===== src/source/flash_dump_pkg.sv =====
/*
 * flash dump console, shared definitions
 * widths, record types, flash opcodes and default timing
 */

`default_nettype none

package flash_dump_pkg;

	// --------------------------------------------------------------------------
	// widths
	// --------------------------------------------------------------------------
	typedef logic [7:0] byte_t;

	// three address bytes, sent msb first
	typedef logic [23:0] flash_addr_t;

	// --------------------------------------------------------------------------
	// records passed between blocks
	// --------------------------------------------------------------------------
	typedef struct packed {
		logic write;
		flash_addr_t addr;
		byte_t wdata;
	} flash_req_t;

	typedef struct packed {
		flash_addr_t addr;
		byte_t data;
	} dump_rec_t;

	// spi flash command bytes
	localparam byte_t op_read = 8'h03;
	localparam byte_t op_write_enable = 8'h06;
	localparam byte_t op_page_program = 8'h02;

	// byte that gets programmed on a write request
	localparam byte_t write_char = 8'h23;

	// 200 ms at 27 MHz
	localparam int default_settle_cycles = 5_400_000;
	// 27 MHz / 115200 baud
	localparam int default_clks_per_bit = 234;

endpackage

`default_nettype wire


===== src/source/spi_flash_master.sv =====
/*
 * spi flash master, mode 0, sck at half the system clock
 * runs byte read, or write enable followed by page program
 */

`default_nettype none

module spi_flash_master (
	input wire clk27,
	input wire rst,

	// request side
	input wire flash_dump_pkg::flash_req_t req,
	input wire req_valid,
	output wire req_ready,
	output flash_dump_pkg::byte_t rdata,
	output logic done,

	// flash pins
	output logic flash_clk,
	output logic flash_sel,
	output wire flash_mosi,
	input wire flash_miso
);

	typedef enum logic [2:0] {
		st_idle, st_wren, st_gap, st_xfer, st_done
	} state_t;

	state_t state;
	flash_dump_pkg::flash_req_t req_q;

	// opcode, address and data, shifted out msb first
	logic [39:0] sr;
	logic [5:0] bit_idx;
	wire [5:0] last_bit = (state == st_wren) ? 6'd7 : 6'd39;
	wire shifting = (state == st_wren) || (state == st_xfer);

	assign req_ready = (state == st_idle);
	assign flash_mosi = sr[39];

	always_ff @(posedge clk27, posedge rst) begin
		if (rst) begin
			state <= st_idle;
			sr <= '0;
			bit_idx <= '0;
			flash_clk <= 1'b0;
			flash_sel <= 1'b1;
			done <= 1'b0;
		end else begin
			done <= 1'b0;
			case (state)
			st_idle: begin
				if (req_valid) begin
					flash_sel <= 1'b0;
					bit_idx <= '0;
					if (req.write) begin
						sr <= {flash_dump_pkg::op_write_enable, 32'h0};
						state <= st_wren;
					end else begin
						sr <= {flash_dump_pkg::op_read, req.addr, 8'h00};
						state <= st_xfer;
					end
				end
			end

			st_wren, st_xfer: begin
				if (!flash_clk) begin
					// rising edge, flash samples mosi
					flash_clk <= 1'b1;
				end else begin
					// falling edge, next bit onto mosi
					flash_clk <= 1'b0;
					if (bit_idx == last_bit) begin
						flash_sel <= 1'b1;
						bit_idx <= '0;
						state <= (state == st_wren) ? st_gap : st_done;
					end else begin
						bit_idx <= bit_idx + 6'd1;
						sr <= {sr[38:0], 1'b0};
					end
				end
			end

			// chip select stays high for two cycles between commands
			st_gap: begin
				if (bit_idx == 6'd1) begin
					sr <= {flash_dump_pkg::op_page_program, req_q.addr, req_q.wdata};
					bit_idx <= '0;
					flash_sel <= 1'b0;
					state <= st_xfer;
				end else begin
					bit_idx <= bit_idx + 6'd1;
				end
			end

			st_done: begin
				done <= 1'b1;
				state <= st_idle;
			end

			default: state <= st_idle;
			endcase
		end
	end

	// request hold and read data capture
	always_ff @(posedge clk27) begin
		if (req_valid && req_ready)
			req_q <= req;
		// data byte arrives during the last 8 clocks
		if (shifting && !flash_clk && bit_idx >= 6'd32)
			rdata <= {rdata[6:0], flash_miso};
	end

endmodule

`default_nettype wire


===== src/source/uart_tx.sv =====
/*
 * uart transmitter, 8N1
 * one character in flight, ready only while idle
 */

`default_nettype none

module uart_tx #(
	parameter int clks_per_bit = flash_dump_pkg::default_clks_per_bit
) (
	input wire clk27,
	input wire rst,
	input wire flash_dump_pkg::byte_t char,
	input wire char_valid,
	output wire char_ready,
	output wire serial_tx
);

	localparam int timer_w = $clog2(clks_per_bit);

	logic busy;
	logic [timer_w-1:0] timer;
	logic [3:0] bits_left;

	// stop bit, data lsb first, start bit
	logic [9:0] frame;

	assign char_ready = !busy;
	assign serial_tx = frame[0];

	always_ff @(posedge clk27, posedge rst) begin
		if (rst) begin
			busy <= 1'b0;
			timer <= '0;
			bits_left <= '0;
			frame <= '1;
		end else if (!busy) begin
			if (char_valid) begin
				frame <= {1'b1, char, 1'b0};
				busy <= 1'b1;
				timer <= '0;
				bits_left <= 4'd10;
			end
		end else if (timer == timer_w'(clks_per_bit - 1)) begin
			// end of bit time, line idles high afterwards
			timer <= '0;
			frame <= {1'b1, frame[9:1]};
			bits_left <= bits_left - 4'd1;
			if (bits_left == 4'd1)
				busy <= 1'b0;
		end else begin
			timer <= timer + 1'b1;
		end
	end

endmodule

`default_nettype wire


===== src/source/dump_line_formatter.sv =====
/*
 * console line formatter
 * address in binary, raw byte, binary and hex value, 45 characters per line
 */

`default_nettype none

module dump_line_formatter (
	input wire clk27,
	input wire rst,

	input wire flash_dump_pkg::dump_rec_t rec,
	input wire rec_valid,
	output wire rec_ready,

	output flash_dump_pkg::byte_t char,
	output wire char_valid,
	input wire char_ready,
	output logic line_done
);

	typedef enum logic [3:0] {
		fld_idle, fld_addr, fld_usc, fld_sep, fld_raw,
		fld_bin, fld_prefix, fld_hex, fld_eol
	} field_t;

	field_t field, next_field;
	flash_dump_pkg::dump_rec_t rec_q;
	logic [4:0] bit_cnt;
	logic [1:0] dig_cnt, last_dig;
	wire step = char_valid && char_ready;

	function automatic flash_dump_pkg::byte_t hex_char(input logic [3:0] nib);
		if (nib < 4'd10)
			return flash_dump_pkg::byte_t'(8'h30 + nib);
		return flash_dump_pkg::byte_t'(8'h37 + nib);
	endfunction

	assign rec_ready = (field == fld_idle);
	assign char_valid = (field != fld_idle);

	// --------------------------------------------------------------------------
	// character of the current field
	// --------------------------------------------------------------------------
	always_comb begin
		last_dig = 2'd1;
		next_field = fld_idle;
		char = 8'h00;
		case (field)
		fld_addr: char = rec_q.addr[5'd23 - bit_cnt] ? "1" : "0";
		fld_usc: char = "_";
		fld_sep: begin
			char = (dig_cnt == 2'd0) ? ":" : " ";
			next_field = fld_raw;
		end
		fld_raw: begin
			char = (dig_cnt == 2'd0) ? rec_q.data : " ";
			next_field = fld_bin;
		end
		fld_bin: char = rec_q.data[3'd7 - bit_cnt[2:0]] ? "1" : "0";
		fld_prefix: begin
			last_dig = 2'd2;
			char = (dig_cnt == 2'd0) ? " " : (dig_cnt == 2'd1) ? "0" : "x";
			next_field = fld_hex;
		end
		fld_hex: begin
			char = hex_char((dig_cnt == 2'd0) ? rec_q.data[7:4] : rec_q.data[3:0]);
			next_field = fld_eol;
		end
		// cr then lf
		fld_eol: char = (dig_cnt == 2'd0) ? 8'h0d : 8'h0a;
		default: char = 8'h00;
		endcase
	end

	// --------------------------------------------------------------------------
	// field sequencing
	// --------------------------------------------------------------------------
	always_ff @(posedge clk27, posedge rst) begin
		if (rst) begin
			field <= fld_idle;
			bit_cnt <= '0;
			dig_cnt <= '0;
			line_done <= 1'b0;
		end else begin
			line_done <= 1'b0;
			case (field)
			fld_idle: begin
				if (rec_valid)
					field <= fld_addr;
			end
			fld_addr: begin
				if (step) begin
					if (bit_cnt == 5'd23) begin
						bit_cnt <= '0;
						field <= fld_sep;
					end else begin
						bit_cnt <= bit_cnt + 5'd1;
						// byte groups split by underscores
						if (bit_cnt == 5'd7 || bit_cnt == 5'd15)
							field <= fld_usc;
					end
				end
			end
			fld_usc: begin
				if (step)
					field <= fld_addr;
			end
			fld_bin: begin
				if (step) begin
					if (bit_cnt == 5'd7) begin
						bit_cnt <= '0;
						field <= fld_prefix;
					end else begin
						bit_cnt <= bit_cnt + 5'd1;
					end
				end
			end
			default: begin
				// fixed multi-character fields
				if (step) begin
					if (dig_cnt == last_dig) begin
						dig_cnt <= '0;
						field <= next_field;
						line_done <= (field == fld_eol);
					end else begin
						dig_cnt <= dig_cnt + 2'd1;
					end
				end
			end
			endcase
		end
	end

	always_ff @(posedge clk27) begin
		if (rec_valid && rec_ready)
			rec_q <= rec;
	end

endmodule

`default_nettype wire


===== src/source/dump_sequencer.sv =====
/*
 * dump sequencer
 * settle, optional write of one byte, then read and print each address in turn
 */

`default_nettype none

module dump_sequencer #(
	parameter int settle_cycles = flash_dump_pkg::default_settle_cycles
) (
	input wire clk27,
	input wire rst,
	input wire write_req,

	output flash_dump_pkg::flash_req_t flash_req,
	output wire flash_req_valid,
	input wire flash_req_ready,
	input wire flash_done,
	input wire flash_dump_pkg::byte_t rdata,

	output flash_dump_pkg::dump_rec_t rec,
	output wire rec_valid,
	input wire rec_ready,
	input wire line_done
);

	localparam int cnt_w = $clog2(settle_cycles + 1);

	typedef enum logic [3:0] {
		s_settle, s_write_req, s_write_wait, s_post_settle, s_read_req,
		s_read_wait, s_print_req, s_print_wait, s_next
	} state_t;

	state_t state;
	flash_dump_pkg::flash_addr_t addr;
	flash_dump_pkg::byte_t data_q;
	logic [cnt_w-1:0] settle_cnt;
	wire settle_end = (settle_cnt == cnt_w'(settle_cycles - 1));

	assign flash_req_valid = (state == s_write_req) || (state == s_read_req);
	assign flash_req = '{write: (state == s_write_req), addr: addr,
		wdata: flash_dump_pkg::write_char};
	assign rec_valid = (state == s_print_req);
	assign rec = '{addr: addr, data: data_q};

	always_ff @(posedge clk27, posedge rst) begin
		if (rst) begin
			state <= s_settle;
			addr <= '0;
			settle_cnt <= '0;
		end else begin
			case (state)
			// write_req only counts here, so one write per reset
			s_settle: begin
				settle_cnt <= settle_end ? '0 : settle_cnt + 1'b1;
				if (settle_end)
					state <= write_req ? s_write_req : s_read_req;
			end
			s_write_req: if (flash_req_ready) state <= s_write_wait;
			s_write_wait: if (flash_done) state <= s_post_settle;
			// no status polling, just give the flash time to program
			s_post_settle: begin
				settle_cnt <= settle_end ? '0 : settle_cnt + 1'b1;
				if (settle_end)
					state <= s_read_req;
			end
			s_read_req: if (flash_req_ready) state <= s_read_wait;
			s_read_wait: if (flash_done) state <= s_print_req;
			s_print_req: if (rec_ready) state <= s_print_wait;
			s_print_wait: if (line_done) state <= s_next;
			s_next: begin
				addr <= addr + 1'b1;
				state <= s_read_req;
			end
			default: state <= s_settle;
			endcase
		end
	end

	always_ff @(posedge clk27) begin
		if (state == s_read_wait && flash_done)
			data_q <= rdata;
	end

endmodule

`default_nettype wire


===== src/source/flash_dump_top.sv =====
/*
 * flash dump console top level
 * reads the spi flash byte by byte and prints each byte on the uart
 */

`default_nettype none

module flash_dump_top #(
	parameter int settle_cycles = flash_dump_pkg::default_settle_cycles,
	parameter int clks_per_bit = flash_dump_pkg::default_clks_per_bit
) (
	input wire clk27,
	input wire rst,
	input wire write_req,
	output wire flash_clk,
	output wire flash_sel,
	output wire flash_mosi,
	input wire flash_miso,
	output wire serial_tx
);

	wire flash_dump_pkg::flash_req_t flash_req;
	wire flash_req_valid, flash_req_ready, flash_done;
	wire flash_dump_pkg::byte_t rdata;

	wire flash_dump_pkg::dump_rec_t rec;
	wire rec_valid, rec_ready, line_done;

	wire flash_dump_pkg::byte_t char;
	wire char_valid, char_ready;

	dump_sequencer #(.settle_cycles(settle_cycles)) seq (
		.clk27(clk27), .rst(rst), .write_req(write_req),
		.flash_req(flash_req), .flash_req_valid(flash_req_valid),
		.flash_req_ready(flash_req_ready), .flash_done(flash_done), .rdata(rdata),
		.rec(rec), .rec_valid(rec_valid), .rec_ready(rec_ready), .line_done(line_done)
	);

	spi_flash_master flash (
		.clk27(clk27), .rst(rst),
		.req(flash_req), .req_valid(flash_req_valid), .req_ready(flash_req_ready),
		.rdata(rdata), .done(flash_done),
		.flash_clk(flash_clk), .flash_sel(flash_sel),
		.flash_mosi(flash_mosi), .flash_miso(flash_miso)
	);

	dump_line_formatter fmt (
		.clk27(clk27), .rst(rst),
		.rec(rec), .rec_valid(rec_valid), .rec_ready(rec_ready),
		.char(char), .char_valid(char_valid), .char_ready(char_ready),
		.line_done(line_done)
	);

	uart_tx #(.clks_per_bit(clks_per_bit)) tx (
		.clk27(clk27), .rst(rst),
		.char(char), .char_valid(char_valid), .char_ready(char_ready),
		.serial_tx(serial_tx)
	);

endmodule

`default_nettype wire


===== config.mk =====
export PLATFORM = sky130hd
export DESIGN_NAME = flash_dump_top
export DESIGN_NICKNAME = d
export VERILOG_FILES = /design/src/source/flash_dump_pkg.sv /design/src/source/spi_flash_master.sv /design/src/source/uart_tx.sv /design/src/source/dump_line_formatter.sv /design/src/source/dump_sequencer.sv /design/src/source/flash_dump_top.sv
export SDC_FILE = /design/constraint.sdc
export NUM_CORES = 1
export LEC_CHECK = 0
export BUFFER_PORTS_ARGS = -buffer_cell sky130_fd_sc_hd__buf_2
export CAP_MARGIN = 20
export CORE_AREA = 2 2 102 177
export CTS_BUF_LIST = sky130_fd_sc_hd__clkbuf_16
export CTS_CLUSTER_DIAMETER = 80
export DETAILED_ROUTE_END_ITERATION = 8
export DIE_AREA = 0 0 104 179
export GPL_TIMING_DRIVEN = 0
export HOLD_SLACK_MARGIN = 0.15
export PLACE_DENSITY = 0.79
export SETUP_SLACK_MARGIN = 0.05
export SLEW_MARGIN = 20
export SYNTH_ARGS = -nofsm -noshare
export SYNTH_HDL_FRONTEND = slang
export SYNTH_HIERARCHICAL = 1
export SYNTH_SLANG_ARGS = --single-unit

===== constraint.sdc =====
create_clock -name clk27 -period 3 [get_ports clk27]
set_input_delay 0.45 -clock clk27 [delete_from_list [all_inputs] [get_ports clk27]]
set_output_delay 0.45 -clock clk27 [all_outputs]
set_load 0.01 [all_outputs]

### Word level (Yosys, flattened, before mapping)

Index checks and enable logic that the tools add are counted.

* bits in registers: 210
* latch bits: 0
* bits in writable memories: 0
* bits in read-only memories: 0
* input port bits: 4
* output and inout port bits: 4
* memories: 0

* $add $sub $neg: 11
* multipliers: 0
* divide/modulo/power cells: 0
* magnitude comparators: 4
* equality and inequality tests: 50
* shifts and indexed selects: 0
* muxes and demuxes: 88
* bitwise logic cells: 1
* reductions and logical operators: 33

Operators with widths (number)
* $mux W40: 4
* $pmux W40 S3: 1
* $mux W4: 21
* $pmux W8 S8: 1
* $mux W8: 7
* $pmux W4 S9: 1
* $mux W35: 1
* $eq A4 B3 Y1 const B: 8
* $pmux W4 S4: 2
* $mux W10: 3
* $mux W6: 5
* $ne A2 B1 Y1 const B: 15
* $mux W5: 5
* $add A24 B1 Y24 const B: 1
* $add A23 B1 Y23 const B: 1
* $eq A23 B23 Y1 const B: 1
* $mux W23: 1
* $mux W3: 7
* $mux W1: 19
* $pmux W6 S3: 1
* $eq A4 B2 Y1 const B: 4
* $reduce_and A8 Y1: 2
* $add A6 B4 Y7 const A: 2
* $eq A4 B1 Y1 const B: 3
* 49 further kinds: 71

### Logic depth before layout (Yosys ltp)

* depth after elaboration: 9
* depth in mapped cells: 12

### Modules after synthesis

Netlist, hierarchy kept.

By module, submodules not included
* spi_flash_master: instances 1, cells each 291, area an instance 3925.0 um^2
* dump_sequencer: instances 1, cells each 291, area an instance 3151.8 um^2
* dump_line_formatter: instances 1, cells each 215, area an instance 2488.6 um^2
* uart_tx: instances 1, cells each 120, area an instance 1206.2 um^2

### Worst setup path before layout

Ideal clock, no wire load.

* path kind: register to register
* start: reg fmt.dig_cnt[0]
* end: reg tx.frame[5]
* setup time: 0.068 ns
* arrival time: 2.363 ns
* required time: 2.932 ns
* slack: 0.569 ns
* stages on the path, launching flop included: 13
* buffers on the path: 1
* cells stage by stage: dfrtp_1 inv_1 ha_1 buf_1 mux2i_1 ha_1 inv_1 a211oi_1 a211o_1 a31oi_1 o21ai_0 mux2i_1 a21oi_2

* cells in the longest elaborated chain, start to end: 9
* elaborated cells on any way between the ends: 15

Ends and longest elaborated chain
* start, declared: line dump_line_formatter.sv:30 `logic [1:0] dig_cnt, last_dig;`
* start signal, assigned: line dump_line_formatter.sv:127 `dig_cnt <= dig_cnt + 2'd1;`
* $logic_not A2 Y1 *
* $mux W4: line dump_line_formatter.sv:67 `char = hex_char((dig_cnt == 2'd0) ? rec_q.data[7:4] : rec_q.data[3:0]);`
* $lt A4 B4 Y1: line dump_line_formatter.sv:34 `if (nib < 4'd10)`
* $mux W1: line dump_line_formatter.sv:34
* $mux W1: line dump_line_formatter.sv:49 `case (field)`
* $mux W8: line dump_line_formatter.sv:36 `return flash_dump_pkg::byte_t'(8'h37 + nib);`
* $pmux W8 S8 *: line dump_line_formatter.sv:49
* via char[4]: line flash_dump_top.sv:29 `wire flash_dump_pkg::byte_t char;`
* $mux W10 *: line uart_tx.sv:38 `if (char_valid) begin`
* $mux W10 *: line uart_tx.sv:37 `end else if (!busy) begin`
* end signal, assigned: line uart_tx.sv:39 `frame <= {1'b1, char, 1'b0};`
* end signal, assigned: line uart_tx.sv:47 `frame <= {1'b1, frame[9:1]};`
* end, declared: line uart_tx.sv:26 `logic [9:0] frame;`

The timed path passes the listed nets; every way through them passes the cells marked *. The select of a mux whose other input is x is not followed.
A chain may end at the register's enable or synchronous reset.

### Final worst setup path

* start: reg seq.state[0]
* end: reg flash.sr[5]

* cells in the longest elaborated chain, start to end: 4
* elaborated cells on any way between the ends: 5

Ends and longest elaborated chain
* start, declared: line dump_sequencer.sv:34 `state_t state;`
* start signal, assigned: line dump_sequencer.sv:48 `state <= s_settle;`
* start signal, assigned: line dump_sequencer.sv:57 `state <= write_req ? s_write_req : s_read_req;`
* start signal, assigned: line dump_sequencer.sv:59 `s_write_req: if (flash_req_ready) state <= s_write_wait;`
* $eq A4 B1 Y1 or $eq A4 B3 Y1 (tied branches): line dump_sequencer.sv:40 `assign flash_req_valid = (state == s_write_req) || (state == s_read_req);`
* $logic_or A1 B1 Y1 *: line dump_sequencer.sv:40
* via flash_req_valid: line flash_dump_top.sv:23 `wire flash_req_valid, flash_req_ready, flash_done;`
* $ne A2 B1 Y1 (no line) *
* $reduce_and A5 Y1 (no line) *
* end signal, assigned: line spi_flash_master.sv:61 `sr <= {flash_dump_pkg::op_read, req.addr, 8'h00};`
* end signal, assigned: line spi_flash_master.sv:80 `sr <= {sr[38:0], 1'b0};`
* end signal, assigned: line spi_flash_master.sv:88 `sr <= {flash_dump_pkg::op_page_program, req_q.addr, req_q.wdata};`
* end, declared: line spi_flash_master.sv:34 `logic [39:0] sr;`

The timed path passes the listed nets; every way through them passes the cells marked *.

==> metrics <==
status=completed; Slew headroom=between 40 and 50%; die area=18600 µm²; routed via count=7228; Initial Util=between 60 and 70%; Avg Vias per Cell=6.02; RR Endpoint=flash/sr[5]$_DFFE_PP0P_; Pins Over Slew Limit=0; DRT Pass-1 Iters=6; total core area=17300 µm²; Peak VDD IR=0.472 mV; P per Cell Area=470 nW/µm²; Top delay family on crit path=compound AO/OA/AOI/OAI gates; mux cell area share after synthesis=8.14%; metal3 WL=833 µm; Critical Path Slowest Stage Cell=dfrtp_1; FF-to-FF path depth=8; layout cells sized above 1=around 17%; EDFF count, synth=80; max-cap violation count=0; CTS tree=done; DRT Wirelength=about 22000 µm; crit path max fanout=10; crit path buf inv count=2; Worst Hold Margin=0.414 ns; crit-path cells=buf_6 > xnor2_1 > nor3_2 > o21bai_1 > a21o_1 > a311oi_2 > buf_4 > mux2_1; H-tree Lvls=1; Int Pwr=4430 µW; initial antenna violation count=0; routability congestion estimate=0.860; XOR/XNOR share of the synthesized area=4.62%; CTS Buf Count=21; largest net degree at the start of global routing=53; min setup slack post-route=between 0.2 and 0.3 ns; Place WS=0.0101 ns; Die X=104 µm; Port Buffers=7; worst slew pin tran=roughly 0.85 ns; simple-gate share of the synthesized area=14.3%; IO Count=8; placed insts=1163; antenna-violating nets left=0; global-route usage over all layers=around a quarter; CP max stage delay=0.49 ns; met1 WL=8370 µm; Mean Syn Cell Area=11.7 µm²; DRC=0; Final Cycle Share=91.5%; Setup Skew=0.0109 ns; die height=179 µm; crit path launch type=flop; Sw Pwr=1120 µW; ys async rst share=a little over three fifths; Critical Path Start=seq/state[0]$_DFFE_PP0P_; Peak Freq=0.364 GHz; Sw Share=20.3%; crit path time final=around 2.7 ns; Clk pin slew, worst setup/hold paths=0.06 ns; top layer in use=met4; reg2reg start=seq/state[0]$_DFFE_PP0P_; CP endpoint=flash/sr[5]$_DFFE_PP0P_; RSZ-0062 raised after global routing=false; Seq pwr share=between 50% and 60%; FF-to-FF setup slack=between 0.2 and 0.3 ns; non-filler cells, final=1201; grt ovf=0; first-pass GRT wire length=36900 µm; CP Data Arrival Time=3.12 ns; total chip power=5550 µW; drt first-iter violations=576; Req. time, crit path=3.38 ns; endpoints failing hold=0; synthesized cell area=10800 µm²; largest family of logic cells by synthesized area=simple AND/OR/NAND/NOR gates; vias in the first global route=7552; Clock power frac=~44%; Layout Area Growth over Synthesis=9.59%; HP Class=reg -> reg; clk_lat worst skew=0.50 ns; Sink Count=approximately 220; routed wl met2=12200 µm; Seq/Total Area, Yosys=54.2%; Ant. Diodes=0; Root Buffer=clkbuf_16; cells after synthesis=a little over 900; clock buffer depth=3; # setup viols final=0; Yosys cell types=94; Comb power frac=approximately 1%; Critical Path Stages=8; # fillers=approximately 1300; Rows=64; ys flop type=dfrtp_1; nets=approximately 980; Synth Register Bits=217; critical path class=reg -> reg; WL/cell=18.6 µm; Synth Area in Compound Gates=10.3%; CP endpoint kind=flop; P_leak=0.00466 µW; warnings from Yosys=6; Adder-Cell Fraction of Synth Area=~1.9%; hpwl dp=about 15000 µm
## repair_timing
action,4_1_cts,5_1_grt
resized for setup,1,5
setup endpoints to repair,9,30
hold buffers,2,0
setup buffers,0,0
endpoints found under the hold margin,100,0
## cell usage in the layout, fill, tap and decap left out, types with 9 or more instances in the layout
cell         n
dfrtp_1    127
edfxtp_1    80
nand2_1     63
inv_1       61
mux2i_1     52
nor2_1      46
xnor2_1     46
buf_4       38
nand3_1     35
o21ai_0     25
nand4_1     25
a222oi_1    24
clkbuf_16   21
a21oi_1     18
clkbuf_1    16
nor3_1      16
ha_1        16
nor2_2      12
buf_2       11
and3_1      11
mux2_1      11
dfstp_2     10
xor2_1       9
## metal layers
| metal | GRT usage (%) | vias to the layer above |
|---|---|---|
| li1 | - | 3383 |
| met1 | 26.7 | 3596 |
| met2 | 47.4 | 191 |
| met3 | 3.05 | 58 |
| met4 | 12.1 | 0 |
| met5 | 0 | - |
## per-stage QoR
step	area [µm²]	utilization [%]	setup TNS [ns]
global route	11800	68.3	0
CTS	11800	68.3	0
finish	11800	68.3	0
floorplan	10800	-	0
detailed placement	11200	64.5	0
global placement	11100	64.3	-1.18
## Yosys cell counts (11+ instances only)
| cell type | instances | area (µm²) |
|---|---|---|
| a21oi_1 | 18 | 90.1 |
| a222oi_1 | 24 | 240 |
| and3_1 | 11 | 68.8 |
| buf_4 | 37 | 278 |
| clkbuf_1 | 19 | 71.3 |
| dfrtp_1 | 127 | 3180 |
| edfxtp_1 | 80 | 2400 |
| ha_1 | 16 | 200 |
| inv_1 | 58 | 218 |
| mux2_1 | 11 | 124 |
| mux2i_1 | 52 | 521 |
| nand2_1 | 63 | 236 |
| nand3_1 | 35 | 175 |
| nand4_1 | 25 | 156 |
| nor2_1 | 46 | 173 |
| nor2_2 | 12 | 75.1 |
| nor3_1 | 18 | 90.1 |
| o21ai_0 | 25 | 125 |
| xnor2_1 | 46 | 403 |
## power groups by stage
| stage | Clock, µW | Sequential [µW] | Combinational, µW |
|---|---|---|---|
| after global placement | 0 | 3120 | 50.9 |
| after floorplan | 0 | 3120 | 35.7 |
| after detailed placement | 0 | 3120 | 52.5 |
| after global routing | 2610 | 3060 | 61.7 |
| after CTS | 2490 | 3060 | 54.5 |
| final | 2440 | 3060 | 53.0 |
## cell type report
cell class              count  area (µm²)  share of cell area [%]
clock inverters            16        96.3                   0.816
repair buffers             11        82.6                   0.700
multi-input cells         576        4270                    36.1
well taps                 231         289                    2.45
clock buffers              21         526                    4.45
inverters                  59         226                    1.92
flip-flops and latches    217        5840                    49.5
plain buffers              70         475                    4.03
## cells by family after synthesis
group,count (synthesis)
AND/OR/NAND/NOR,279
multiplexers,76
AO/OA/AOI/OAI,141
flip-flops,217
buffers and inverters,130
XOR/XNOR,56
other,2
adder cells (fa/ha/maj),16
## sequential cells by signal (all words and copies together), names as in the netlist, 5 cells and up
signal	flops
seq/settle_cnt	23
flash/bit_idx	6
flash/sr	40
flash/req_q	32
seq/addr	24
tx/timer	8
tx/frame	9
fmt/rec_q	32
seq/data_q	8
flash/rdata	8
fmt/bit_cnt	5
## worst min path at each step
stage | startpoint | to | slack (ns) | cells past startpoint
floorplan | rst | fmt/bit_cnt[0]$_DFFE_PP0P_ | 0.31 | 1
global placement | seq/data_q[1]$_DFFE_PP_ | fmt/rec_q[1]$_DFFE_PP_ | 0.40 | 0
detailed placement | seq/data_q[0]$_DFFE_PP_ | fmt/rec_q[0]$_DFFE_PP_ | 0.40 | 0
CTS | seq/data_q[2]$_DFFE_PP_ | fmt/rec_q[2]$_DFFE_PP_ | 0.42 | 0
global route | seq/data_q[6]$_DFFE_PP_ | fmt/rec_q[6]$_DFFE_PP_ | 0.43 | 0
finish | seq/data_q[2]$_DFFE_PP_ | fmt/rec_q[2]$_DFFE_PP_ | 0.41 | 0
Power figures use the tool's default switching activity.
